## src/csr_pkg.sv

```systemverilog
package csr_pkg;

  localparam int dword_width    = 64;
  localparam int csr_addr_width = 12;

  typedef enum logic [2:0] {
    csrrw  = 3'd1,
    csrrs  = 3'd2,
    csrrc  = 3'd3,
    csrrwi = 3'd4,
    csrrsi = 3'd5,
    csrrci = 3'd6
  } csr_op_e;

  typedef enum logic [1:0] {
    priv_u = 2'd0,
    priv_m = 2'd3
  } priv_e;

  localparam logic [csr_addr_width-1:0] addr_mstatus   = 12'h300;
  localparam logic [csr_addr_width-1:0] addr_misa      = 12'h301;
  localparam logic [csr_addr_width-1:0] addr_mie       = 12'h304;
  localparam logic [csr_addr_width-1:0] addr_mtvec     = 12'h305;
  localparam logic [csr_addr_width-1:0] addr_mscratch  = 12'h340;
  localparam logic [csr_addr_width-1:0] addr_mepc      = 12'h341;
  localparam logic [csr_addr_width-1:0] addr_mcause    = 12'h342;
  localparam logic [csr_addr_width-1:0] addr_mip       = 12'h344;
  localparam logic [csr_addr_width-1:0] addr_mcycle    = 12'hb00;
  localparam logic [csr_addr_width-1:0] addr_minstret  = 12'hb02;
  localparam logic [csr_addr_width-1:0] addr_mvendorid = 12'hf11;
  localparam logic [csr_addr_width-1:0] addr_marchid   = 12'hf12;
  localparam logic [csr_addr_width-1:0] addr_mimpid    = 12'hf13;
  localparam logic [csr_addr_width-1:0] addr_mhartid   = 12'hf14;

  // RV64 with I, M and U
  localparam logic [dword_width-1:0] misa_value    = {2'b10, 36'b0, 26'h0101100};
  localparam logic [dword_width-1:0] marchid_value = 64'd13;
  localparam logic [dword_width-1:0] mimpid_value  = 64'd1;

  localparam logic [3:0] ecode_illegal    = 4'd2;
  localparam logic [3:0] ecode_breakpoint = 4'd3;
  localparam logic [3:0] ecode_ecall_u    = 4'd8;
  localparam logic [3:0] ecode_ecall_m    = 4'd11;

  localparam logic [3:0] icode_msi = 4'd3;
  localparam logic [3:0] icode_mti = 4'd7;
  localparam logic [3:0] icode_mei = 4'd11;

  typedef struct packed {
    logic [50:0] rsvd_63_13;
    logic [1:0]  mpp;
    logic [2:0]  rsvd_10_8;
    logic        mpie;
    logic [2:0]  rsvd_6_4;
    logic        mie;
    logic [2:0]  rsvd_2_0;
  } mstatus_s;

  typedef union packed {
    logic [dword_width-1:0] raw;
    mstatus_s               mstatus;
  } csr_word_u;

endpackage

```

## src/csr_ifs.sv

```systemverilog
`timescale 1ns/1ps

interface csr_access_if;
  logic                              we;
  logic                              re;
  logic [csr_pkg::csr_addr_width-1:0] addr;
  logic [csr_pkg::dword_width-1:0]   wdata;
  logic [csr_pkg::dword_width-1:0]   rdata;
  logic                              addr_valid;
  csr_pkg::priv_e                    priv;

  modport cmd  (output we, re, addr, wdata, input rdata, addr_valid, priv);
  modport regs (input we, re, addr, wdata, output rdata, addr_valid, priv);
endinterface

interface trap_if;
  logic                            trap_v;
  logic                            trap_irq;
  logic [3:0]                      trap_code;
  logic                            mret_v;
  logic [csr_pkg::dword_width-1:0] mstatus;
  logic [csr_pkg::dword_width-1:0] mie;
  logic [csr_pkg::dword_width-1:0] mip;
  csr_pkg::priv_e                  priv;

  modport trap (output trap_v, trap_irq, trap_code, mret_v, input mstatus, mie, mip, priv);
  modport regs (input trap_v, trap_irq, trap_code, mret_v, output mstatus, mie, mip, priv);
endinterface

```

## src/csr_cmd_ctrl.sv

```systemverilog
`timescale 1ns/1ps

module csr_cmd_ctrl
  (input                                       clk_i
   , input                                     reset_i
   , input                                     csr_req_i
   , input csr_pkg::csr_op_e                   csr_op_i
   , input [csr_pkg::csr_addr_width-1:0]       csr_addr_i
   , input [csr_pkg::dword_width-1:0]          csr_wdata_i
   , output logic                              csr_ack_o
   , output logic [csr_pkg::dword_width-1:0]   csr_rdata_o
   , output logic                              csr_illegal_o
   , csr_access_if.cmd                         access
   );

  logic                            ack_r;
  logic                            illegal_r;
  logic [csr_pkg::dword_width-1:0] rdata_r;
  logic                            accept;
  logic                            op_legal;
  logic                            priv_ok;
  logic                            legal;
  logic                            imm_form;
  logic [csr_pkg::dword_width-1:0] src;

  // New access only once the previous ack has dropped
  assign accept = csr_req_i & ~ack_r;

  assign op_legal = csr_op_i inside {csr_pkg::csrrw, csr_pkg::csrrs, csr_pkg::csrrc,
                                     csr_pkg::csrrwi, csr_pkg::csrrsi, csr_pkg::csrrci};
  assign priv_ok  = access.priv >= csr_addr_i[9:8];
  assign legal    = op_legal & access.addr_valid & priv_ok;

  assign imm_form = csr_op_i inside {csr_pkg::csrrwi, csr_pkg::csrrsi, csr_pkg::csrrci};
  assign src      = imm_form ? {{(csr_pkg::dword_width-5){1'b0}}, csr_wdata_i[4:0]}
                             : csr_wdata_i;

  assign access.addr = csr_addr_i;
  assign access.re   = accept;
  assign access.we   = accept & legal;

  // Write data built from the pre-write value
  always_comb
  begin
    unique case (csr_op_i)
      csr_pkg::csrrs, csr_pkg::csrrsi: access.wdata = access.rdata | src;
      csr_pkg::csrrc, csr_pkg::csrrci: access.wdata = access.rdata & ~src;
      default:                         access.wdata = src;
    endcase
  end

  always_ff @(posedge clk_i)
  begin
    if (reset_i)
    begin
      ack_r     <= 1'b0;
      illegal_r <= 1'b0;
    end
    else if (accept)
    begin
      ack_r     <= 1'b1;
      illegal_r <= ~legal;
    end
    else if (~csr_req_i)
    begin
      ack_r     <= 1'b0;
      illegal_r <= 1'b0;
    end
  end

  always_ff @(posedge clk_i)
  begin
    if (accept)
      rdata_r <= legal ? access.rdata : '0;
  end

  assign csr_ack_o     = ack_r;
  assign csr_rdata_o   = rdata_r;
  assign csr_illegal_o = illegal_r;

endmodule

```

## src/csr_regfile.sv

```systemverilog
`timescale 1ns/1ps

module csr_regfile
  #(parameter int vaddr_width_p = 39
    , parameter logic [63:0] boot_pc_p = 64'h8000_0000
    , parameter logic [63:0] hart_id_p = 64'd0
    )
  (input                              clk_i
   , input                            reset_i
   , input                            retire_v_i
   , input [vaddr_width_p-1:0]        retire_npc_i
   , input                            timer_irq_i
   , input                            software_irq_i
   , input                            external_irq_i
   , output logic [vaddr_width_p-1:0] npc_o
   , output logic                     npc_w_v_o
   , output csr_pkg::priv_e           priv_o
   , csr_access_if.regs               access
   , trap_if.regs                     trap
   );

  localparam int dw = csr_pkg::dword_width;
  localparam logic [dw-1:0] mie_mask = (dw'(1) << csr_pkg::icode_msi)
                                     | (dw'(1) << csr_pkg::icode_mti)
                                     | (dw'(1) << csr_pkg::icode_mei);

  csr_pkg::priv_e           priv_r;
  csr_pkg::mstatus_s        mstatus_r;
  csr_pkg::csr_word_u       wdata_w;
  logic [vaddr_width_p-1:0] pc_r;
  logic                     npc_w_v_r;
  logic [dw-1:0]            mie_r, mtvec_r, mscratch_r, mepc_r, mcause_r;
  logic [dw-1:0]            mcycle_r, minstret_r;
  logic                     msip_r, mtip_r, meip_r;
  logic [dw-1:0]            mip_w;
  logic [dw-1:0]            rd_val;

  always_comb
  begin
    mip_w                     = '0;
    mip_w[csr_pkg::icode_msi] = msip_r;
    mip_w[csr_pkg::icode_mti] = mtip_r;
    mip_w[csr_pkg::icode_mei] = meip_r;
  end

  // Read mux and address decode
  always_comb
  begin
    rd_val            = '0;
    access.addr_valid = 1'b1;
    unique case (access.addr)
      csr_pkg::addr_mstatus:   rd_val = mstatus_r;
      csr_pkg::addr_misa:      rd_val = csr_pkg::misa_value;
      csr_pkg::addr_mie:       rd_val = mie_r;
      csr_pkg::addr_mtvec:     rd_val = mtvec_r;
      csr_pkg::addr_mscratch:  rd_val = mscratch_r;
      csr_pkg::addr_mepc:      rd_val = mepc_r;
      csr_pkg::addr_mcause:    rd_val = mcause_r;
      csr_pkg::addr_mip:       rd_val = mip_w;
      csr_pkg::addr_mcycle:    rd_val = mcycle_r;
      csr_pkg::addr_minstret:  rd_val = minstret_r;
      csr_pkg::addr_mvendorid: rd_val = '0;
      csr_pkg::addr_marchid:   rd_val = csr_pkg::marchid_value;
      csr_pkg::addr_mimpid:    rd_val = csr_pkg::mimpid_value;
      csr_pkg::addr_mhartid:   rd_val = hart_id_p;
      default:                 access.addr_valid = 1'b0;
    endcase
  end

  assign access.rdata = access.re ? rd_val : '0;
  assign wdata_w.raw  = access.wdata;

  always_ff @(posedge clk_i)
  begin
    if (reset_i)
    begin
      priv_r     <= csr_pkg::priv_m;
      pc_r       <= boot_pc_p[vaddr_width_p-1:0];
      npc_w_v_r  <= 1'b0;
      mstatus_r  <= '0;
      mie_r      <= '0;
      mtvec_r    <= '0;
      mscratch_r <= '0;
      mepc_r     <= '0;
      mcause_r   <= '0;
      mcycle_r   <= '0;
      minstret_r <= '0;
      msip_r     <= 1'b0;
      mtip_r     <= 1'b0;
      meip_r     <= 1'b0;
    end
    else
    begin
      mcycle_r <= mcycle_r + 1'b1;
      if (retire_v_i & ~trap.trap_v)
        minstret_r <= minstret_r + 1'b1;
      msip_r    <= software_irq_i;
      mtip_r    <= timer_irq_i;
      meip_r    <= external_irq_i;
      npc_w_v_r <= trap.trap_v | trap.mret_v;

      // Read-only and unknown addresses fall through untouched
      if (access.we)
      begin
        case (access.addr)
          csr_pkg::addr_mstatus:
          begin
            mstatus_r.mie  <= wdata_w.mstatus.mie;
            mstatus_r.mpie <= wdata_w.mstatus.mpie;
            mstatus_r.mpp  <= wdata_w.mstatus.mpp[1] ? csr_pkg::priv_m : csr_pkg::priv_u;
          end
          csr_pkg::addr_mie:      mie_r      <= access.wdata & mie_mask;
          csr_pkg::addr_mtvec:    mtvec_r    <= access.wdata;
          csr_pkg::addr_mscratch: mscratch_r <= access.wdata;
          csr_pkg::addr_mepc:     mepc_r     <= access.wdata;
          csr_pkg::addr_mcause:   mcause_r   <= access.wdata;
          csr_pkg::addr_mcycle:   mcycle_r   <= access.wdata;
          csr_pkg::addr_minstret: minstret_r <= access.wdata;
          default:
          begin
          end
        endcase
      end

      // Trap and mret come last so they win over a same-edge write
      if (trap.trap_v)
      begin
        priv_r         <= csr_pkg::priv_m;
        mepc_r         <= {{(dw-vaddr_width_p){1'b0}}, pc_r};
        mcause_r       <= {trap.trap_irq, {(dw-5){1'b0}}, trap.trap_code};
        mstatus_r.mpp  <= priv_r;
        mstatus_r.mpie <= mstatus_r.mie;
        mstatus_r.mie  <= 1'b0;
        pc_r           <= {mtvec_r[vaddr_width_p-1:2], 2'b00};
      end
      else if (trap.mret_v)
      begin
        priv_r         <= csr_pkg::priv_e'(mstatus_r.mpp);
        mstatus_r.mpp  <= csr_pkg::priv_u;
        mstatus_r.mie  <= mstatus_r.mpie;
        mstatus_r.mpie <= 1'b1;
        pc_r           <= mepc_r[vaddr_width_p-1:0];
      end
      else if (retire_v_i)
        pc_r <= retire_npc_i;
    end
  end

  assign access.priv  = priv_r;
  assign trap.priv    = priv_r;
  assign trap.mstatus = mstatus_r;
  assign trap.mie     = mie_r;
  assign trap.mip     = mip_w;

  assign npc_o     = pc_r;
  assign npc_w_v_o = npc_w_v_r;
  assign priv_o    = priv_r;

endmodule

```

## src/csr_top.sv

```systemverilog
`timescale 1ns/1ps

module csr_top
  #(parameter int vaddr_width_p = 39
    , parameter logic [63:0] boot_pc_p = 64'h8000_0000
    , parameter logic [63:0] hart_id_p = 64'd0
    )
  (input                                      clk_i
   , input                                    reset_i
   , input                                    csr_req_i
   , input csr_pkg::csr_op_e                  csr_op_i
   , input [csr_pkg::csr_addr_width-1:0]      csr_addr_i
   , input [csr_pkg::dword_width-1:0]         csr_wdata_i
   , output logic                             csr_ack_o
   , output logic [csr_pkg::dword_width-1:0]  csr_rdata_o
   , output logic                             csr_illegal_o
   , input                                    retire_v_i
   , input [vaddr_width_p-1:0]                retire_npc_i
   , input                                    retire_illegal_i
   , input                                    retire_ebreak_i
   , input                                    retire_ecall_i
   , input                                    retire_mret_i
   , input                                    interrupt_v_i
   , input                                    timer_irq_i
   , input                                    software_irq_i
   , input                                    external_irq_i
   , output logic                             irq_pending_o
   , output logic [vaddr_width_p-1:0]         npc_o
   , output logic                             npc_w_v_o
   , output csr_pkg::priv_e                   priv_o
   );

  csr_access_if access_bus ();
  trap_if       trap_bus ();

  csr_cmd_ctrl cmd_ctrl
    (.clk_i(clk_i)
     , .reset_i(reset_i)
     , .csr_req_i(csr_req_i)
     , .csr_op_i(csr_op_i)
     , .csr_addr_i(csr_addr_i)
     , .csr_wdata_i(csr_wdata_i)
     , .csr_ack_o(csr_ack_o)
     , .csr_rdata_o(csr_rdata_o)
     , .csr_illegal_o(csr_illegal_o)
     , .access(access_bus.cmd)
     );

  csr_trap_unit trap_unit
    (.retire_v_i(retire_v_i)
     , .retire_illegal_i(retire_illegal_i)
     , .retire_ebreak_i(retire_ebreak_i)
     , .retire_ecall_i(retire_ecall_i)
     , .retire_mret_i(retire_mret_i)
     , .interrupt_v_i(interrupt_v_i)
     , .irq_pending_o(irq_pending_o)
     , .trap(trap_bus.trap)
     );

  csr_regfile
    #(.vaddr_width_p(vaddr_width_p)
      , .boot_pc_p(boot_pc_p)
      , .hart_id_p(hart_id_p)
      )
    regfile
    (.clk_i(clk_i)
     , .reset_i(reset_i)
     , .retire_v_i(retire_v_i)
     , .retire_npc_i(retire_npc_i)
     , .timer_irq_i(timer_irq_i)
     , .software_irq_i(software_irq_i)
     , .external_irq_i(external_irq_i)
     , .npc_o(npc_o)
     , .npc_w_v_o(npc_w_v_o)
     , .priv_o(priv_o)
     , .access(access_bus.regs)
     , .trap(trap_bus.regs)
     );

endmodule

```

## src/csr_trap_unit.sv

```systemverilog
`timescale 1ns/1ps

module csr_trap_unit
  (input          retire_v_i
   , input        retire_illegal_i
   , input        retire_ebreak_i
   , input        retire_ecall_i
   , input        retire_mret_i
   , input        interrupt_v_i
   , output logic irq_pending_o
   , trap_if.trap trap
   );

  // Valid bit on top, lowest set index below
  function automatic logic [4:0] lowest_set(input logic [15:0] vec);
    logic [4:0] res;
    res = '0;
    for (int i = 15; i >= 0; i--)
    begin
      if (vec[i])
        res = {1'b1, 4'(i)};
    end
    return res;
  endfunction

  csr_pkg::csr_word_u status_w;
  logic               is_m_mode;
  logic               gie;
  logic [15:0]        irq_vec;
  logic [15:0]        exc_vec;
  logic [4:0]         irq_enc;
  logic [4:0]         exc_enc;
  logic               irq_take;

  assign status_w.raw = trap.mstatus;
  assign is_m_mode    = (trap.priv == csr_pkg::priv_m);

  // U mode always sees M interrupts enabled
  assign gie = (is_m_mode & status_w.mstatus.mie) | ~is_m_mode;

  assign irq_vec       = trap.mie[15:0] & trap.mip[15:0] & {16{gie}};
  assign irq_pending_o = |irq_vec;

  always_comb
  begin
    exc_vec                            = '0;
    exc_vec[csr_pkg::ecode_illegal]    = retire_v_i & retire_illegal_i;
    exc_vec[csr_pkg::ecode_breakpoint] = retire_v_i & retire_ebreak_i;
    exc_vec[csr_pkg::ecode_ecall_u]    = retire_v_i & retire_ecall_i & ~is_m_mode;
    exc_vec[csr_pkg::ecode_ecall_m]    = retire_v_i & retire_ecall_i & is_m_mode;
  end

  assign irq_enc = lowest_set(irq_vec);
  assign exc_enc = lowest_set(exc_vec);

  // Interrupt beats any exception of the same cycle
  assign irq_take = interrupt_v_i & irq_enc[4];

  assign trap.trap_v    = irq_take | exc_enc[4];
  assign trap.trap_irq  = irq_take;
  assign trap.trap_code = irq_take ? irq_enc[3:0] : exc_enc[3:0];
  assign trap.mret_v    = retire_v_i & retire_mret_i & ~trap.trap_v;

endmodule

```

## config.mk

```make
export PLATFORM = sky130hd
export DESIGN_NAME = csr_top
export DESIGN_NICKNAME = d
export VERILOG_FILES = /design/src/csr_pkg.sv /design/src/csr_ifs.sv /design/src/csr_cmd_ctrl.sv /design/src/csr_regfile.sv /design/src/csr_top.sv /design/src/csr_trap_unit.sv
export SDC_FILE = /design/constraint.sdc
export NUM_CORES = 1
export LEC_CHECK = 0
export BUFFER_PORTS_ARGS = -buffer_cell sky130_fd_sc_hd__buf_2
export CAP_MARGIN = 20
export CORE_MARGIN = 3
export CORE_UTILIZATION = 35
export CTS_BUF_LIST = sky130_fd_sc_hd__clkbuf_8
export DETAILED_ROUTE_END_ITERATION = 10
export PLACE_DENSITY = 0.59
export REMOVE_ABC_BUFFERS = 1
export SKIP_CTS_REPAIR_TIMING = 1
export SLEW_MARGIN = 20
export SYNTH_ARGS = -nofsm -noshare
export SYNTH_HDL_FRONTEND = slang
export SYNTH_SLANG_ARGS = --single-unit
```

## constraint.sdc

```tcl
create_clock -name clk_i -period 11.05 [get_ports clk_i]
set_clock_uncertainty 0.05 [all_clocks]
set_input_delay 0.5525 -clock clk_i [delete_from_list [all_inputs] [get_ports clk_i]]
set_output_delay 0.5525 -clock clk_i [all_outputs]
set_load 0.01 [all_outputs]
```

Word level (Yosys, flattened, before mapping)
Index checks and enable logic that the tools add are counted.
{"block": "word_totals", "register_bits": 502, "input_bits": 130, "out_inout_bits": 109, "wordCells": 153}
{"block": "op_classes", "addsub": 2, "n_lt_le_gt_ge": 1, "n_eq_ne": 22, "mux": 55, "bitwise_logic": 26, "reduce_logical": 25}
{"operator": "case mux 64 bit (12 select lines)", "count": 1}
{"operator": "two-way mux 64 bit", "count": 10}
{"operator": "two-way mux 39 bit", "count": 6}
{"operator": "adder 64 x 1 -> 64 bit, second input constant", "count": 2}
{"operator": "case mux 64 bit (2 select lines)", "count": 1}
{"operator": "two-way mux 5 bit", "count": 20}
{"operator": "equality test 12 x 10 -> 1 bit, second input constant", "count": 8}
{"operator": "equality test 12 bit, second input constant", "count": 6}
{"operator": "bitwise AND 64 bit", "count": 1}
{"operator": "inverter 64 bit", "count": 1}
{"operator": "OR 64 bit", "count": 1}
{"operator": "AND reduction 2 bit", "count": 9}
{"operator": "bitwise AND 16 bit", "count": 1}
{"operator": "OR reduction 16 bit", "count": 1}
{"operator": "bitwise AND 1 bit", "count": 14}
{"operator": "OR reduction 14 bit", "count": 1}
{"operator": "bitwise AND 12 bit", "count": 1}
{"operator": "nonzero test 2 bit", "count": 6}
{"operator": "nonzero test 3 bit", "count": 4}
{"operator": "two-way mux 1 bit", "count": 11}
{"operator": "two-way mux 2 bit", "count": 5}
{"operator": "equality test 3 bit, second input constant", "count": 3}
{"operator": "equality test 3 x 2 -> 1 bit, second input constant", "count": 2}
{"operator": "nonzero test 6 bit", "count": 1}
{"operator": "8 further kinds", "count": 15}

Depth between registers and ports, before layout
{"block": "depth", "depth_word": 27, "depth_mapped": 12, "mapped_depth_nobuf": 9}

Modules after synthesis
A second synthesis with hierarchy kept.
{"block": "unflattened", "hier_cells": 3400, "hier_area_um2": 27606.5}
{"mod": "csr_regfile", "n_inst": 1, "cells_each": 2869, "area_per_inst_um2": 22318.9}
{"mod": "csr_cmd_ctrl", "n_inst": 1, "cells_each": 475, "area_per_inst_um2": 4849.7}
{"mod": "csr_trap_unit", "n_inst": 1, "cells_each": 56, "area_per_inst_um2": 437.9}

Worst setup path before layout
Ideal clock, no wire load.
{"block": "synth_timing", "path_kind": "input to register", "from": "in csr_req_i", "to": "reg regfile.mepc_r[33]", "setup_ns": 0.138, "arrival_ns": 4.478, "required_time_ns": 10.862, "path_slack_ns": 6.384, "cell_stages": 8, "path_cell_list": "nand2b_1 -> inv_1 -> buf_1 -> clkbuf_1 -> nand3_1 -> nor2_2 -> buf_2 -> a311oi_1"}
{"block": "synth_via", "elab_chain_cells": 7, "elab_cells_between_ends": 11, "cone_classes": "mux: 5; bitwise: 4; reduce/logical: 2"}
{"item": "start: declaration", "line": "csr_top.sv:10", "rtl": ", input csr_req_i"}
{"item": "bitwise AND 1 bit (*)", "line": "csr_cmd_ctrl.sv:27", "rtl": "assign accept = csr_req_i & ~ack_r;"}
{"item": "named net access_bus.re", "line": "csr_ifs.sv:5", "rtl": "logic re;"}
{"item": "two-way mux 64 bit", "line": "csr_regfile.sv:70", "rtl": "assign access.rdata = access.re ? rd_val : '0;"}
{"item": "bitwise AND 64 bit / OR 64 bit (equally long branches)", "line": "csr_cmd_ctrl.sv:47, csr_cmd_ctrl.sv:46"}
{"item": "case mux 64 bit (2 select lines)", "line": "csr_cmd_ctrl.sv:45", "rtl": "unique case (csr_op_i)"}
{"item": "two-way mux 39 bit", "line": "csr_regfile.sv:105", "rtl": "case (access.addr)"}
{"item": "two-way mux 39 bit", "line": "csr_regfile.sv:103", "rtl": "if (access.we)"}
{"item": "two-way mux 39 bit", "line": "csr_regfile.sv:126", "rtl": "if (trap.trap_v)"}
{"item": "end signal: assignment", "line": "csr_regfile.sv:115", "rtl": "csr_pkg::addr_mepc: mepc_r <= access.wdata;"}
{"item": "end signal: assignment", "line": "csr_regfile.sv:129", "rtl": "mepc_r <= {{(dw-vaddr_width_p){1'b0}}, pc_r};"}
{"item": "end: declaration", "line": "csr_regfile.sv:32", "rtl": "logic [dw-1:0] mie_r, mtvec_r, mscratch_r, mepc_r, mcause_r;"}
The timed path passes the listed nets; every way through them passes the cells marked *. The select of a mux whose other input is x is not followed.
A chain may end at the register's enable or synchronous reset.

Worst setup path after layout
{"block": "layout_timing", "from": "in csr_addr_i[1] in the netlist's numbering", "to": "reg regfile.mcycle_r[35]"}
{"block": "layout_via", "elab_chain_cells": 7, "elab_cells_between_ends": 26, "cone_classes": "eq/ne: 14; mux: 6; bitwise: 5; reduce/logical: 1"}
{"item": "start: declaration", "line": "csr_top.sv:12", "rtl": ", input [csr_pkg::csr_addr_width-1:0] csr_addr_i"}
{"item": "equality test 12 bit, or another cell as far along", "line": "csr_regfile.sv:51", "rtl": "unique case (access.addr)"}
{"item": "case mux 64 bit (12 select lines) / OR reduction 14 bit (equally long branches)"}
{"item": "two-way mux 64 bit / two-way mux 1 bit (equally long branches)", "line": "csr_regfile.sv:70, csr_regfile.sv:51"}
{"item": "bitwise AND 64 bit, or another cell as far along", "line": "csr_cmd_ctrl.sv:47", "rtl": "csr_pkg::csrrc, csr_pkg::csrrci: access.wdata = access.rdata & ~src;"}
{"item": "case mux 64 bit (2 select lines) / bitwise AND 1 bit (equally long branches)", "line": "csr_cmd_ctrl.sv:45, csr_cmd_ctrl.sv:32"}
{"item": "two-way mux 64 bit / bitwise AND 1 bit (equally long branches)", "line": "csr_regfile.sv:105, csr_cmd_ctrl.sv:40"}
{"item": "two-way mux 64 bit (*)", "line": "csr_regfile.sv:103"}
{"item": "end signal: assignment", "line": "csr_regfile.sv:94", "rtl": "mcycle_r <= mcycle_r + 1'b1;"}
{"item": "end signal: assignment", "line": "csr_regfile.sv:117", "rtl": "csr_pkg::addr_mcycle: mcycle_r <= access.wdata;"}
{"item": "end: declaration", "line": "csr_regfile.sv:33", "rtl": "logic [dw-1:0] mcycle_r, minstret_r;"}
Mark *: on every way between the ends. The rest lies on a longest branch, timed or not.

==> summary.md <==
| Metric | Value |
|---|---|
| Worst-Skew Late Latency | 0.73 ns |
| Finished Layout Cells | 4930 |
| Pint | 3.00 mW |
| Synthesis Warnings | 0 |
| Max Fclk | 230 MHz |
| Psw | 1.19 mW |
| Seq/Total Area, Yosys | 0.358 |
| Worst Tran Pin Value | 1.19 ns |
| Worst slew margin relative to its limit | 0.201 |
| Nets | 3856 |
| Met1 usage | 0.366 |
| Hpwl dp | 78300 um |
| Pre-antenna DRT Iters | 6 |
| Met2 Usage GRT | 0.421 |
| PwrDens | 124 nW/um2 |
| Synthesized area per cell | 8.13 um2 |
| Crit-path slowest cell | nor3_1 |
| Worst EP arrival | 4.83 ns |
| All-Layer GR Usage | 0.271 |
| Overflow after GRT | 0 |
| Fin crit period | 4.34 ns |
| Clk root buf | clkbuf_8 |
| Drt total wl | 125000 um |
| EDFF count, synth | 64 |
| Setup total negative slack | 0 ns |
| CP Launch Type | primary input |
| Peak VDD IR | 0.0000794 V |
| Max-cap violations | 0 |
| Most used DFF post-synth | dfxtp_1 |
| First-pass GRT wire length | 188000 um |
| Required time worst endpoint | 11.54 ns |
| Switching share of power | 0.283 |
| Clock share of power | 0.442 |
| Unique masters post-synth | 94 |
| CTS buffer count | 91 |
| GR peak layer | met2 |
| Die area | 89000 um2 |
| Post-detailed-route count of antenna-violating nets | 0 |
| CTS H-tree depth | 3 |
| Area added between synthesis and finish | 12.6% |
| Final Max Slew Viols | 0 |
| Unrepaired setup endpoints after global routing | no |
| Drt drc | 0 |
| DR vias/cell | 6.20 |
| FF+latch count, synth | 502 |
| Status | complete, no violations |
| Fin worst setup slack | 6.71 ns |
| Via count | 30600 |
| Share of cells above drive strength 1 | 0.156 |
| Mapped Cells | 3676 |
| Std cell rows | 106 |
| Ys async rst share | 0 |
| RD Place Congestion | 0.909 |
| Initial antenna violation count | 15 |
| Starting Density | 0.356 |
| Worst-path maximum fanout | 71 |
| Post-synth top area cell | dfxtp_1 |
| Crit path top cell by count | buf_4 |
| Largest net degree at the start of global routing | 122 |
| M3 GR Usage | 0.0560 |
| Critical path's largest stage delay | 0.86 ns |
| TritonCTS clock tree | built |
| Setup-failing EPs final | 0 |
| First DRT Iteration DRCs | 3732 |
| Vias in the first global route | 28900 |
| Port-buffer cells | 238 |
| Clock tree buffer depth | 3 |
| Final Hold Viols | 0 |
| Syn Std Cell Area | 29900 um2 |
| Die width | 298 um |
| Leakage | 10.8 nW |
| Placed Cells | 4763 |
| Die Ht | 298 um |
| Crit path buf inv count | 4 |
| Reg power frac | 0.455 |
| Fin crit share | 0.393 |
| DP Worst Slack | 6.15 ns |
| Total I/O pin count | 239 |
| CP cell instances | buf_2, buf_4, maj3_1, o311ai_2, buf_4, nand2_4, buf_4, nor3_1, nor3_1, a211oi_1 |
| Worst hold path type | primary input to flip-flop |
| Clock Sinks | 502 |
| Avg WL per Cell | 25.4 um |
| Area contributors post-synth | dfxtp_1 (29%), a211oi_1 (8.7%), nor2_1 (6.7%) |
| Clk slew on worst S/H paths | 0.06 ns |
| Delay-heaviest family, CP | buffers and inverters |
| Core area | 84100 um2 |
| Gate power share | 0.103 |
| Area share of the largest cell type after synthesis | 0.293 |
| Worst Setup Path Type | primary input to flip-flop |
| Setup crit end kind | flip-flop |
| Total Power | 4.19 mW |
-- cells by family (layout without fill, tap and decap cells) --
| family | count (synthesis) | count (layout) | synth area share |
|---|---|---|---|
| xor gates and xnor gates | 129 | 129 | 0.0378 |
| AOI/OAI and AO/OA | 1051 | 1051 | 0.276 |
| adders and majority gates | 5 | 5 | 0.00201 |
| buffers and inverters | 373 | 489 | 0.0532 |
| muxes | 39 | 39 | 0.0137 |
| and+or+nand+nor | 1577 | 1577 | 0.260 |
| DFF | 502 | 502 | 0.358 |
| other | 0 | 4 | 0 |
-- layout by cell type, fill, tap and decap left out, drive strengths merged, types with 76 or more instances in the layout --
master / netlist / layout
a211oi: 400 / 400
a21oi: 104 / 104
buf: 124 / 308
clkbuf: 231 / 118
dfxtp: 438 / 438
nand2: 337 / 337
nand3: 178 / 178
nor2: 538 / 538
nor3: 138 / 138
o21ai: 76 / 76
xnor2: 94 / 94
-- synthesized netlist by cell type (all sizes together), types with 50 or more instances --
cell and n:
nor2 538, dfxtp 438, a211oi 400, nand2 337
clkbuf 231, nand3 178, nor3 138, buf 124
a21oi 104, xnor2 94, o21ai 76, o31ai 73
nand2b 72, a311oi 68, edfxtp 64, nor4 61
a22oi 50
-- power by group through the flow --
stage / combinational (mW) / clock (mW) / sequential [mW]
after floorplan: 0.201 / 0 / 1.94
after global placement: 0.419 / 0 / 1.94
after detailed placement: 0.424 / 0 / 1.94
after CTS: 0.425 / 1.88 / 1.90
after global routing: 0.465 / 1.96 / 1.91
final: 0.433 / 1.85 / 1.90
-- registers in the layout, summed over array words and instances (netlist names) --
name	cells
regfile.npc_o	39
cmd_ctrl.csr_ack_o	1
regfile.mepc_r	64
regfile.mtvec_r	64
regfile.meip_r	1
regfile.mcycle_r	64
regfile.mtip_r	1
regfile.mcause_r	64
regfile.npc_w_v_o	1
regfile.msip_r	1
regfile.mscratch_r	64
regfile.trap.mie	3
cmd_ctrl.csr_illegal_o	1
regfile.minstret_r	64
cmd_ctrl.csr_rdata_o	64
regfile.trap.mstatus	4
regfile.access.priv	2
-- path summary, 6_finish.rpt --
kind / endpoint / cells past startpoint / slack (ns) / from
worst max register to register: regfile.mcycle_r[35] / 8 / 6.77 / cmd_ctrl.csr_ack_o
worst min register to register: regfile.mscratch_r[3] / 2 / 0.41 / regfile.mscratch_r[3]
worst min-delay path: regfile.mtip_r / 2 / 0.01 / timer_irq_i
worst max-delay path: regfile.mcycle_r[35] / 10 / 6.71 / csr_addr_i[1]
-- layer usage --
layer / vias up / routed length [um]
met4: 12 / 4620
met3: 306 / 12200
met2: 1601 / 55500
li1: 13900 / -
met5: - / 93
met1: 14700 / 53000
-- through the flow --
| step | cell area, um2 | utilization | hold WS (ns) |
|---|---|---|---|
| after CTS | 33600 | 0.400 | -0.0346 |
| after global routing | 33700 | 0.400 | 0.0101 |
| after floorplan | 28400 | - | 0.375 |
| after detailed placement | 31800 | 0.378 | 0.396 |
| after global placement | 31700 | 0.378 | 0.389 |
| final | 33700 | 0.400 | 0.0109 |
-- final cells by class --
class	count	area, um2
Antenna cell	4	10.0
Clock buffer	118	1620
Clock inverter	45	258
Fill cell	8645	50400
Inverter	18	70.1
Multi-Input combinational cell	2801	17800
Sequential cell	502	10700
Tap cell	1134	1420
Timing Repair Buffer	308	1740
No activity file was read; power rests on OpenSTA's default activity.
